<file path="src/design/hub75_consts.svh">
// HUB75 scan controller constants
// panel geometry and scan timing shared by the design and the testbench

`ifndef HUB75_CONSTS_SVH
`define HUB75_CONSTS_SVH

// columns per row, one pixel clock each
`define HUB75_PIXEL_WIDTH 32

// rows per subpanel
// the upper and lower halves share the row lines
`define HUB75_SUBPANEL_ROWS 16

// bits per colour channel
// also the number of binary-weighted planes per row
`define HUB75_BRIGHTNESS_BITS 4

// clk_in cycles of output enable for the LSB plane
// each higher plane doubles this
`define HUB75_OE_BASE_CYCLES 8

// once the remaining enable time drops to this many cycles
// the next plane may start shifting
`define HUB75_OVERLAP_CYCLES 40

`endif

</file>
<file path="src/design/types.sv">
// HUB75 scan controller types
// address, brightness and latch phase types for the design and the testbench

`include "hub75_consts.svh"

package types;

    // column index within a row
    typedef logic [$clog2(`HUB75_PIXEL_WIDTH)-1:0] col_addr_t;

    // row within one subpanel
    typedef logic [$clog2(`HUB75_SUBPANEL_ROWS)-1:0] row_subpanel_addr_t;

    // framebuffer write address, laid out as {subpanel, row, column}
    // subpanel 0 is the upper half
    typedef logic [$bits(row_subpanel_addr_t)+$bits(col_addr_t):0] fb_addr_t;

    // one-hot plane select, MSB plane first
    typedef logic [`HUB75_BRIGHTNESS_BITS-1:0] brightness_level_t;

    // a single colour value
    typedef logic [`HUB75_BRIGHTNESS_BITS-1:0] channel_t;

    // row latch phase, stepped on the falling clock edge
    typedef enum logic [1:0] {
        IDLE,
        SHIFT,
        LATCH
    } latch_phase_t;

endpackage

</file>
<file path="src/design/brightness_timeout.sv">
// output enable pulse generator for binary-coded modulation
// pulse length is the base time scaled by the weight of the active plane

`timescale 1ns/10ps

`include "hub75_consts.svh"

module brightness_timeout (
    input  logic                      clk_in,
    input  logic                      reset,
    input  logic                      row_latch,
    input  types::brightness_level_t  brightness_mask_active,
    output logic                      output_enable,
    output logic                      exceeded_overlap_time
);

    import types::*;

    // longest pulse is the MSB plane
    localparam int unsigned OE_MAX = `HUB75_OE_BASE_CYCLES << (`HUB75_BRIGHTNESS_BITS - 1);
    localparam int unsigned OE_WIDTH = $clog2(OE_MAX + 1);

    // cycles of enable still to go
    logic [OE_WIDTH-1:0] oe_remaining;
    // length of the pulse for the plane just latched
    logic [OE_WIDTH-1:0] pulse_cycles;

    // one-hot mask to base cycles shifted left by the bit index
    function automatic logic [OE_WIDTH-1:0] weighted_cycles(input brightness_level_t mask);
        logic [OE_WIDTH-1:0] cycles;
        cycles = '0;
        for (int i = 0; i < `HUB75_BRIGHTNESS_BITS; i++) begin
            if (mask[i]) begin
                cycles = OE_WIDTH'(`HUB75_OE_BASE_CYCLES << i);
            end
        end
        return cycles;
    endfunction

    assign pulse_cycles = weighted_cycles(brightness_mask_active);

    // latch loads the full pulse, then count down to zero
    always_ff @(posedge clk_in) begin
        if (reset) begin
            oe_remaining <= '0;
        end else if (row_latch) begin
            oe_remaining <= pulse_cycles;
        end else if (oe_remaining != '0) begin
            oe_remaining <= oe_remaining - 1'b1;
        end
    end

    // LEDs lit while time remains
    assign output_enable = (oe_remaining != '0);

    // near the end of the pulse the next plane may begin shifting
    assign exceeded_overlap_time = output_enable &&
                                   (32'(oe_remaining) <= `HUB75_OVERLAP_CYCLES);

endmodule

</file>
<file path="src/design/matrix_scan.sv">
// HUB75 row, column and brightness plane sequencer
// shifts one plane per row, latches it, and times output enable by plane weight

`timescale 1ns/10ps

`include "hub75_consts.svh"

module matrix_scan (
    input  logic                      reset,
    input  logic                      clk_in,
    // column being shifted out now
    output types::col_addr_t          column_address,
    // row being shifted out now
    output types::row_subpanel_addr_t row_address,
    // row whose LEDs are lit
    output types::row_subpanel_addr_t row_address_active,
    output logic                      clk_pixel_load,
    output logic                      clk_pixel,
    output logic                      row_latch,
    output logic                      output_enable,
    // plane being shifted out now
    output types::brightness_level_t  brightness_mask
);

    import types::*;

    localparam int unsigned LOAD_WIDTH = $clog2(`HUB75_PIXEL_WIDTH + 1);
    localparam int unsigned COL_WIDTH = $bits(col_addr_t);
    localparam brightness_level_t MASK_MSB =
        brightness_level_t'(1) << (`HUB75_BRIGHTNESS_BITS - 1);

    // plane start detection
    logic [1:0] state;
    logic       state_advance;
    logic       plane_start;
    logic       scan_busy;

    // load window straight from the counter, posedge domain
    logic clk_pixel_load_en;
    // same window moved to the falling edge, gates the load clock cleanly
    logic load_gate;
    // half a cycle later again, gates the inverted clock
    logic clk_pixel_en;

    latch_phase_t latch_phase;

    // plane that is lit, loaded as the latch opens
    brightness_level_t brightness_mask_active;
    logic              exceeded_overlap_time;

    // PIXEL_WIDTH load clocks per plane
    timeout #(
        .COUNTER_WIDTH(LOAD_WIDTH)
    ) load_window (
        .reset  (reset),
        .clk_in (clk_in),
        .start  (plane_start),
        .value  (LOAD_WIDTH'(`HUB75_PIXEL_WIDTH)),
        .counter(),
        .running(clk_pixel_load_en)
    );

    // column address runs WIDTH-1 down to 0 and stops
    timeout #(
        .COUNTER_WIDTH(COL_WIDTH)
    ) column_counter (
        .reset  (reset),
        .clk_in (clk_in),
        .start  (plane_start),
        .value  (COL_WIDTH'(`HUB75_PIXEL_WIDTH - 1)),
        .counter(column_address),
        .running()
    );

    brightness_timeout oe_timer (
        .clk_in                (clk_in),
        .reset                 (reset),
        .row_latch             (row_latch),
        .brightness_mask_active(brightness_mask_active),
        .output_enable         (output_enable),
        .exceeded_overlap_time (exceeded_overlap_time)
    );

    // a plane is in flight from its start pulse until the latch closes
    assign scan_busy = clk_pixel_load_en || load_gate || (latch_phase != IDLE);

    // start the next plane once the lit one is dark or nearly done
    assign state_advance = (!output_enable || exceeded_overlap_time) && !scan_busy;

    // rising edge of the advance condition, one pulse per plane
    assign plane_start = (state == 2'b01);

    always_ff @(posedge clk_in) begin
        if (reset) begin
            state <= 2'b00;
            clk_pixel_en <= 1'b0;
        end else begin
            state <= {state[0], state_advance};
            clk_pixel_en <= load_gate;
        end
    end

    // gated clocks, enables only change while their clock is low
    assign clk_pixel_load = clk_in && load_gate;
    assign clk_pixel = !clk_in && clk_pixel_en;

    assign row_latch = (latch_phase == LATCH);

    // load gate, latch phase and plane bookkeeping on the falling edge
    always_ff @(negedge clk_in) begin
        if (reset) begin
            load_gate <= 1'b0;
            latch_phase <= IDLE;
            brightness_mask <= MASK_MSB;
            brightness_mask_active <= '0;
            row_address <= '0;
            row_address_active <= '0;
        end else begin
            load_gate <= clk_pixel_load_en;
            case (latch_phase)
                IDLE: begin
                    if (load_gate) begin
                        latch_phase <= SHIFT;
                    end
                end
                SHIFT: begin
                    // all columns out, and the previous plane has gone dark
                    if (!load_gate && !output_enable) begin
                        latch_phase <= LATCH;
                        brightness_mask_active <= brightness_mask;
                        row_address_active <= row_address;
                        if (brightness_mask == brightness_level_t'(1)) begin
                            // last plane of the row, back to MSB on the next row
                            brightness_mask <= MASK_MSB;
                            if (row_address == row_subpanel_addr_t'(`HUB75_SUBPANEL_ROWS - 1)) begin
                                row_address <= '0;
                            end else begin
                                row_address <= row_address + 1'b1;
                            end
                        end else begin
                            brightness_mask <= brightness_mask >> 1;
                        end
                    end
                end
                LATCH: begin
                    latch_phase <= IDLE;
                end
                default: begin
                    latch_phase <= IDLE;
                end
            endcase
        end
    end

endmodule

</file>
<file path="src/design/timeout.sv">
// loadable down-counter with a running flag
// counts from a loaded value to zero and holds there

`timescale 1ns/10ps

module timeout #(
    parameter int unsigned COUNTER_WIDTH = 8
) (
    input  logic                     reset,
    input  logic                     clk_in,
    // load value at the next rising edge
    input  logic                     start,
    input  logic [COUNTER_WIDTH-1:0] value,
    output logic [COUNTER_WIDTH-1:0] counter,
    // high while the count is nonzero
    output logic                     running
);

    always_ff @(posedge clk_in) begin
        if (reset) begin
            counter <= '0;
        end else if (start) begin
            // a new start overrides a count in progress
            counter <= value;
        end else if (counter != '0) begin
            counter <= counter - 1'b1;
        end
    end

    // nonzero count means the window is still open
    assign running = (counter != '0);

endmodule

</file>
<file path="config.mk">
export PLATFORM = sky130hd
export DESIGN_NAME = matrix_scan
export DESIGN_NICKNAME = d
export VERILOG_FILES = /design/src/design/types.sv /design/src/design/brightness_timeout.sv /design/src/design/matrix_scan.sv /design/src/design/timeout.sv
export VERILOG_INCLUDE_DIRS = /design/src /design/src/design
export SDC_FILE = /design/constraint.sdc
export NUM_CORES = 1
export LEC_CHECK = 0
export BUFFER_PORTS_ARGS = -buffer_cell sky130_fd_sc_hd__buf_2
export CAP_MARGIN = 15
export CORE_MARGIN = 5
export CORE_UTILIZATION = 27
export CTS_CLUSTER_SIZE = 10
export DETAILED_ROUTE_END_ITERATION = 6
export PLACE_DENSITY = 0.51
export REMOVE_ABC_BUFFERS = 1
export SYNTH_ARGS = -nofsm -noshare
export SYNTH_HDL_FRONTEND = slang
export SYNTH_HIERARCHICAL = 1
export SYNTH_SLANG_ARGS = --single-unit
</file>
<file path="constraint.sdc">
create_clock -name clk_in -period 6.7 [get_ports clk_in]
set_clock_uncertainty 0.2 [all_clocks]
set_input_delay 0 -clock clk_in [delete_from_list [all_inputs] [get_ports clk_in]]
set_output_delay 0 -clock clk_in [all_outputs]
set_load 0.05 [all_outputs]
</file>
==> flow_summary.yaml, run 1 <==
global_routing:
  grt_pass1_wl_um: 7120
  overflow: 0
  grt_max_degree: 49
  grt_pass1_vias: 1697
  grt_use_total: 0.101
  grt_antenna_before_repair: 0
power:
  irDropWorstVdd_mv: 0.152
  power_leakage_nw: 1.01
  p_per_area_nw_per_um2: 465
setup_path:
  rr_endpoint: "row_address[3]"
  crit_buf_inv: 1
  ff2ff_setup_slack_ns: 0.55
  cp-end-kind: "flip-flop"
  path_max_fanout: 17
  crit_type: "reg2reg"
  cp_common_cell: "or4b_1"
  reg2reg_depth: 7
  cpPeakStageDelay_ns: 0.80
  reg2reg_from: "oe_timer/oe_remaining[0]"
  crit_family: "simple AND/OR/NAND/NOR gates"
  crit_slowest_cell: "or4b_1"
  start_kind: "flip-flop"
  critical_path.cell_chain: "inv_1 > ha_1 > nor3b_2 > or4b_1 > or4b_1 > nor4_4 > nor3_1"
  cp_data_required_time_ns: 3.47
  crit_arrival_ns: 2.92
clock_tree:
  cts_setup_buffers: 0
  post_cts_resized: 0
  cts_hold_buf: 0
  cts_tree: "yes"
  clkTransAtPathRegs_ns: 0.09
  worstSkewPairLatency_ns: 0.48
sta:
  fin_ws_ns: 0.554
  setup_tns_ns: 0
  setup_viol: 0
  worst_pin_slew_ns: 0.892
  slew_viol_final: 0
  finalHoldViolations: 0
  relSlewSlack: 0.405
  timing.hold.ws_ns: 0.0155
  rsz0062_at_grt: "false"
logic_synthesis:
  synth_area_um2: 1930
  synth_area_per_cell_um2: 8.69
  yosysWarnings: 6
  synth_cells: 222
placed_design:
  preCtsSetupSlack_ns: 0.481
  place_hpwl_um: 2670
  gp_congestion: 0.730
  port_buffers: 22
  dp.cells: 343
floorplan:
  num_rows: 30
  ios: 23
  dieWidth_um: 94.5
  die_area_um2: 8940
  start_util: 0.281
  core_area_um2: 6870
  die_y_um: 94.5
finish:
  layout.cells.non_filler: 374
  fill_cells: 727
  drive_gt1_frac: 0.187
  antenna_cells: 0
  nets: 283
  syn_to_final_growth_pct: 24.3
min_path:
  hp-class: "in2reg"
  min_path_cells: 2
  hp-start: "reset"
  whs_endpoint: "state[1]"
route:
  drtAntennaViolNets: 0
  wirelength_um: 3980
  num_vias: 1675
  dr.pass1.iters: 5
  drc_errors: 0
  drt-wirelength-per-cell_um: 10.7
  vias_per_cell: 4.48
  drt_iter0_drc: 51
flow_run:
  drv_cap: 0
run_status:
  status: "finished, final reports clean"
metal layers:
metal,global-route usage,routed length (µm),part of all wire
met1,0.117,1980,0.50
met3,0.0454,144,0.036
met5,0,0,0
met2,0.152,1780,0.45
met4,0.0649,78,0.020
report_power, final:
group / switching, mW / internal [mW]
registers: 0.0606 / 0.294
logic: 0.248 / 0.195
clock network: 0.163 / 0.154
total: 0.471 / 0.642
worst register-to-register path, delay by kind of cell (launching register included):
family | cells | cell delay [ns]
fa+ha+maj | 1 | 0.17
buf+inv | 1 | 0.06
flops | 1 | 0.34
simple gates | 5 | 1.94
worst max-delay path by stage:
stage                        startpoint              to  slack, ns  cells past startpoint
2_1_floorplan  oe_timer/oe_remaining[0]  row_address[2]      -0.09                      7
3_3_place_gp   oe_timer/oe_remaining[0]  row_address[3]       0.56                      7
3_5_place_dp   oe_timer/oe_remaining[0]  row_address[3]       0.48                      7
4_1_cts        oe_timer/oe_remaining[0]  row_address[3]       0.53                      7
5_1_grt        oe_timer/oe_remaining[0]  row_address[3]       0.37                      7
6_report       oe_timer/oe_remaining[0]  row_address[3]       0.55                      7
area by class of cell:
| type | instances | area (µm²) | share of cell area |
|---|---|---|---|
| multi-input cells | 169 | 1070 | 0.446 |
| flip-flops and latches | 40 | 801 | 0.334 |
| clock buffers | 12 | 138 | 0.0574 |
| repair buffers | 23 | 123 | 0.0511 |
| well taps | 96 | 120 | 0.0501 |
| clock inverters | 22 | 103 | 0.0428 |
| inverters | 12 | 45.0 | 0.0188 |
cells in the final DEF, fill, tap and decap left out, types with 8 or more instances in the layout:
master / instances
a21oi_1: 21
buf_2: 22
clkbuf_8: 9
conb_1: 11
dfxtp_1: 40
inv_1: 30
nand2_1: 32
nor2_1: 10
nor2b_1: 8
nor3_1: 11
xnor2_1: 8
registers in the layout, summed over array words and instances (netlist names):
register,flops
brightness_mask,4
brightness_mask_active,4
clk_pixel_en,1
column_counter/counter,5
latch_phase,2
load_gate,1
load_window/counter,6
oe_timer/oe_remaining,7
row_address,4
row_address_active,4
state,2
through the flow:
stage / power, mW / utilization / cell area [µm²]
3_5_place_dp: 0.850 / 0.316 / 2170
2_1_floorplan: 0.745 / - / 1910
5_1_grt: 1.22 / 0.349 / 2400
6_report: 1.11 / 0.349 / 2400
3_3_place_gp: 0.850 / 0.316 / 2170
4_1_cts: 1.14 / 0.349 / 2400
Power figures use the tool's default switching activity.
==> run 2, diff against run 1 <==
--- a/config.mk
+++ b/config.mk
@@ -16,5 +16,4 @@
 export REMOVE_ABC_BUFFERS = 1
 export SYNTH_ARGS = -nofsm -noshare
 export SYNTH_HDL_FRONTEND = slang
-export SYNTH_HIERARCHICAL = 1
 export SYNTH_SLANG_ARGS = --single-unit
==> run 2 against run 1 <==
Against the previous run: cell count down 17%; total power down 11%; worst setup slack better by 0.63 ns; largest power group unchanged; utilization down 0.96 points; global-route usage down 0.60 points; worst hold slack better by 0.23 ns; die area down 9.4%; register-to-register slack better by 0.63 ns; wire length down 9.6%; sequential power down 4%; clock power down 6%.
==> flow_summary.yaml, run 2 <==
power:
  power_switching_uw: 412
  irDropWorstVdd_mv: 0.213
  power_leakage_nw: 1.00
  p_seq_frac: 0.341
  p_clk_frac: 0.300
  p_sw_frac: 0.414
  p_int_uw: 583
  combPwrFrac: 0.360
  p_per_area_nw_per_um2: 467
logic_synthesis:
  synth_commonest_cells: "dfxtp_1, nor2_1, a21oi_1"
  yosysMostFrequentCell: "dfxtp_1"
  yosysUniqueCellTypes: 41
  async_reset_ff_frac: 0
  yosysWarnings: 0
  synth_edf_count: 0
  synth_cells: 188
  yosys_most_used_dff: "dfxtp_1"
  yosysTopAreaCell: "dfxtp_1"
  yosysSeqAreaShare: 0.463
  yosysTopAreaCellShare: 0.463
  synth_area_um2: 1730
  ys_ff_latch: 40
  synth_area_per_cell_um2: 9.19
  synth.area.top_cells: "dfxtp_1, mux2i_1, a21oi_1"
finish:
  mostFrequentLayoutCell: "dfxtp_1"
  antenna_cells: 0
  drive_gt1_frac: 0.174
  largest_reg_flops: 7
  final_cell_mix: "dfxtp_1, inv_1, buf_2, nor2_1, a21oi_1"
  regMostFlops: "oe_timer.oe_remaining"
  syn_to_final_growth_pct: 23.3
  nets: 239
  top_regs: "oe_timer.oe_remaining: 7 flops, load_window.counter: 6 flops, column_counter.counter: 5 flops"
  fill_cells: 669
global_routing:
  overflow: 0
  grt_use_total: 0.0953
  grt_pass1_wl_um: 6350
  grt_pass1_vias: 1449
  grt_antenna_before_repair: 0
  grt_max_degree: 41
sta:
  timing.hold.ws_ns: 0.247
  rsz0062_at_grt: "false"
  setup_viol: 0
  relSlewSlack: 0.488
  finalHoldViolations: 0
  worst_pin_slew_ns: 0.766
  setup_tns_ns: 0
  slew_viol_final: 0
clock_tree:
  clkTransAtPathRegs_ns: 0.08
  worstSkewPairLatency_ns: 0.48
  cts_tree: "yes"
  cts_setup_buffers: 0
route:
  wirelength_um: 3600
  drc_errors: 0
  num_vias: 1477
  vias_per_cell: 4.73
  drtAntennaViolNets: 0
  drt_iter0_drc: 51
  dr.pass1.iters: 4
  drt-wirelength-per-cell_um: 11.5
floorplan:
  die_y_um: 90.0
  ios: 23
  start_util: 0.275
  die_area_um2: 8100
  num_rows: 29
  core_area_um2: 6280
  dieWidth_um: 90.0
min_path:
  hp-start: "clk_in"
  whs_endpoint: "clk_pixel"
  hp-class: "clk2out"
  min_path_cells: 4
run_status:
  status: "finished, final reports clean"
setup_path:
  crit_slowest_cell: "nand3_1"
  cp-end-kind: "flip-flop"
  rr_endpoint: "row_address_active[1]"
  crit_arrival_ns: 2.29
  cp_data_required_time_ns: 3.47
  ff2ff_setup_slack_ns: 1.18
  crit_type: "reg2reg"
  critical_path.cell_chain: "inv_1 > ha_1 > nor3b_2 > nand3_1 > mux2i_1 > nor2_1"
  crit_buf_inv: 1
  cpPeakStageDelay_ns: 0.60
  path_max_fanout: 13
  reg2reg_from: "oe_timer.oe_remaining[0]"
  start_kind: "flip-flop"
  reg2reg_depth: 6
  crit_family: "simple AND/OR/NAND/NOR gates"
placed_design:
  place_hpwl_um: 2410
  port_buffers: 22
  gp_congestion: 0.748
flow_run:
  drv_cap: 0
-- run 2: area by class of cell --
class / count / area (µm²) / area share
multi-input combinational: 130 / 857 / 0.402
inverter: 10 / 37.5 / 0.0176
sequential: 40 / 801 / 0.376
clock buffer: 12 / 138 / 0.0646
timing repair buffer: 21 / 110 / 0.0517
clock inverter: 22 / 91.3 / 0.0429
tap: 77 / 96.3 / 0.0452
-- run 2: power groups by stage --
stage	Sequential (mW)	Clock (mW)	Combinational, mW
final	0.339	0.298	0.358
after global routing	0.350	0.337	0.401
after CTS	0.339	0.309	0.364
after detailed placement	0.343	0.0457	0.361
after global placement	0.343	0.0457	0.356
after floorplan	0.381	0.0414	0.249
-- run 2: kinds of logic after synthesis --
| family | Yosys count | synth area share |
|---|---|---|
| and+or+nand+nor | 75 | 0.241 |
| DFF | 40 | 0.463 |
| AOI/OAI and AO/OA | 32 | 0.119 |
| buffers and inverters | 18 | 0.0406 |
| muxes | 13 | 0.0760 |
| xor gates and xnor gates | 6 | 0.0304 |
| adders and majority gates | 4 | 0.0290 |
-- run 2: per-layer routing --
metal  part of all wire  GRT usage
met5                  0          0
met4              0.016     0.0447
met3              0.058     0.0467
met2               0.45      0.145
met1               0.47      0.112
-- run 2: through the flow --
stage               std cells  total power, mW  cell area (µm²)  setup WS [ns]  utilization
floorplan                 181            0.671             1700           1.46            -
global placement          280            0.744             1910           1.18        0.304
detailed placement        280            0.750             1910           1.10        0.304
CTS                       312             1.01             2130           1.16        0.339
global route              312             1.09             2130          0.950        0.339
finish                    312            0.996             2130           1.18        0.339
-- run 2: worst reg2reg max path, stage by stage (launching register included) --
cell     delay, ns
dfxtp_1       0.33
inv_1         0.08
ha_1          0.20
nor3b_2       0.28
nand3_1       0.60
mux2i_1       0.34
nor2_1        0.06
-- run 2: timing repair --
item,CTS,global route
hold buffers,1,0
resized for setup,0,0
hold endpoints to repair,7,0
setup endpoints to repair,0,0
-- run 2: worst max path at each step --
stage / startpoint / endpoint / slack, ns / cells past startpoint
detailed placement: oe_timer.oe_remaining[0] / row_address_active[1] / 1.10 / 6
CTS: oe_timer.oe_remaining[0] / row_address_active[1] / 1.16 / 6
floorplan: oe_timer.oe_remaining[0] / brightness_mask[3] / 1.46 / 6
global placement: oe_timer.oe_remaining[0] / row_address_active[3] / 1.18 / 6
global route: oe_timer.oe_remaining[0] / row_address_active[3] / 0.95 / 6
finish: oe_timer.oe_remaining[0] / row_address_active[1] / 1.18 / 6
==> run 3, diff against run 2 <==
--- a/config.mk
+++ b/config.mk
@@ -6,13 +6,14 @@
 export SDC_FILE = /design/constraint.sdc
 export NUM_CORES = 1
 export LEC_CHECK = 0
+export ABC_AREA = 1
 export BUFFER_PORTS_ARGS = -buffer_cell sky130_fd_sc_hd__buf_2
 export CAP_MARGIN = 15
 export CORE_MARGIN = 5
 export CORE_UTILIZATION = 27
 export CTS_CLUSTER_SIZE = 10
 export DETAILED_ROUTE_END_ITERATION = 6
-export PLACE_DENSITY = 0.51
+export PLACE_DENSITY = 0.53
 export REMOVE_ABC_BUFFERS = 1
 export SYNTH_ARGS = -nofsm -noshare
 export SYNTH_HDL_FRONTEND = slang
==> constraint.sdc (replaced) <==
create_clock -name clk_in -period 4.8 [get_ports clk_in]
set_clock_uncertainty 0.2 [all_clocks]
set_input_delay 0 -clock clk_in [delete_from_list [all_inputs] [get_ports clk_in]]
set_output_delay 0 -clock clk_in [all_outputs]
set_load 0.05 [all_outputs]
==> run 3 against run 2 <==
Against the previous run: worst hold slack got worse by 0.011 ns; die area grew 4.6%; via count increased by 12%; flip-flop and latch count is the same; combinational power rose by 70%; critical path depth up 3.
==> flow_summary.yaml, run 3 <==
run_status:
  status: "finished, final reports clean"
floorplan:
  die_y_um: 92.1
  dieWidth_um: 92.1
  die_area_um2: 8470
  core_area_um2: 6680
  ios: 23
  start_util: 0.272
  num_rows: 30
logic_synthesis:
  yosys_most_used_dff: "dfxtp_1"
  synth_area_per_cell_um2: 7.61
  yosysUniqueCellTypes: 33
  synth_area_um2: 1820
  yosysMostFrequentCell: "nand2_1"
  ys_ff_latch: 40
  synth_cells: 239
  yosysWarnings: 0
  yosysTopAreaCellShare: 0.440
  synth_edf_count: 0
  yosysSeqAreaShare: 0.440
  synth.area.top_cells: "dfxtp_1, nand2_1, nor2_1"
  async_reset_ff_frac: 0
  synth_commonest_cells: "nand2_1, dfxtp_1, nor2_1"
  yosysTopAreaCell: "dfxtp_1"
setup_path:
  crit_arrival_ns: 1.98
  ff2ff_setup_slack_ns: 0.56
  crit_type: "reg2reg"
  start_kind: "flip-flop"
  reg2reg_depth: 9
  cp_data_required_time_ns: 2.54
  path_max_fanout: 14
  cp-end-kind: "flip-flop"
  rr_endpoint: "brightness_mask[3]"
  reg2reg_from: "oe_timer.oe_remaining[0]"
  startpoint: "oe_timer.oe_remaining[0]"
  setup.worst_path.end: "brightness_mask[3]"
finish:
  layout.cells.non_filler: 369
  fin_util: 0.337
  fill_cells: 731
  drive_gt1_frac: 0.190
  regMostFlops: "oe_timer.oe_remaining"
  syn_to_final_growth_pct: 23.8
  antenna_cells: 0
  nets: 293
  mostFrequentLayoutCell: "inv_1"
  top_regs: "oe_timer.oe_remaining: 7 flops, load_window.counter: 6 flops, column_counter.counter: 5 flops"
  largest_reg_flops: 7
  final_cell_mix: "inv_1, nand2_1, dfxtp_1, nor2_1, buf_2"
clock_tree:
  cts_tree: "yes"
  clkTransAtPathRegs_ns: 0.09
  cts_setup_buffers: 0
  worstSkewPairLatency_ns: 0.48
sta:
  setup_tns_ns: 0
  relSlewSlack: 0.687
  rsz0062_at_grt: "false"
  slew_viol_final: 0
  worst_pin_slew_ns: 0.469
  timing.hold.ws_ns: 0.236
  setup_viol: 0
  finalHoldViolations: 0
route:
  drt-wirelength-per-cell_um: 11.0
  dr.pass1.iters: 4
  wirelength_um: 4050
  drc_errors: 0
  vias_per_cell: 4.47
  drtAntennaViolNets: 0
  num_vias: 1649
  drt_iter0_drc: 80
global_routing:
  grt_antenna_before_repair: 0
  grt_use_total: 0.0996
  overflow: 0
  grt_pass1_vias: 1579
  grt_max_degree: 20
  grt_pass1_wl_um: 6870
placed_design:
  place_hpwl_um: 2810
  gp_congestion: 0.833
  dp.cells: 337
  port_buffers: 22
power:
  irDropWorstVdd_mv: 0.163
  p_per_area_nw_per_um2: 700
  power_leakage_nw: 1.11
flow_run:
  drv_cap: 0
min_path:
  hp-class: "clk2out"
-- run 3: critical path: stages, from the launching register on --
cell and delay, ns:
dfxtp_1 0.33, inv_1 0.08, ha_1 0.26, inv_2 0.07, nor2_4 0.10, nand3_4 0.14
nor2_8 0.27, inv_2 0.15, nand2_1 0.09, nand3_1 0.07
-- run 3: area by class of cell --
class | count | area, µm² | area share
inverters | 31 | 116 | 0.0517
multi-input cells | 162 | 861 | 0.382
flip-flops and latches | 40 | 801 | 0.356
clock buffers | 12 | 138 | 0.0611
repair buffers | 21 | 110 | 0.0489
well taps | 80 | 100 | 0.0445
clock inverters | 23 | 125 | 0.0556
-- run 3: worst min path at each step --
stage | to | from | slack [ns] | depth (start not counted)
3_5_place_dp | clk_pixel | clk_in | 0.01 | 2
4_1_cts | clk_pixel | clk_in | 0.25 | 4
5_1_grt | clk_pixel | clk_in | 0.26 | 4
6_report | clk_pixel | clk_in | 0.24 | 4
2_1_floorplan | column_counter.counter[4] | reset | -0.13 | 1
3_3_place_gp | clk_pixel | clk_in | 0.01 | 2
-- run 3: routing by layer --
| layer | GRT usage | vias to the layer above | wire length (µm) |
|---|---|---|---|
| li1 | - | 870 | - |
| met1 | 0.129 | 733 | 2020 |
| met2 | 0.147 | 41 | 1730 |
| met3 | 0.0336 | 5 | 235 |
| met4 | 0.0495 | 0 | 59 |
| met5 | 0 | - | 0 |
-- run 3: per-stage QoR --
| stage | worst slack [ns] | area (µm²) | total power, mW |
|---|---|---|---|
| 6_report | 0.562 | 2250 | 1.58 |
| 4_1_cts | 0.558 | 2250 | 1.60 |
| 2_1_floorplan | 0.545 | 1790 | 1.03 |
| 3_5_place_dp | 0.522 | 2000 | 1.16 |
| 3_3_place_gp | 0.574 | 2000 | 1.15 |
| 5_1_grt | 0.435 | 2250 | 1.71 |
-- run 3: repair_timing --
item	4_1_cts	5_1_grt
gates resized for setup	0	0
endpoints found under the hold margin	8	0
hold buffers	1	0
-- run 3: logic make-up after synthesis --
kind of cell / after synthesis / synth area share
compound gates: 42 / 0.131
buf+inv: 37 / 0.0860
xor+xnor: 3 / 0.0145
simple gates: 113 / 0.301
fa+ha+maj: 4 / 0.0275
flops: 40 / 0.440
-- run 3: power breakdown --
part	switching, mW	internal [mW]	total (mW)	leakage (nW)
clock	0.230	0.263	0.493	0.214
sequential	0.0575	0.417	0.475	0.327
combinational	0.416	0.192	0.608	0.568
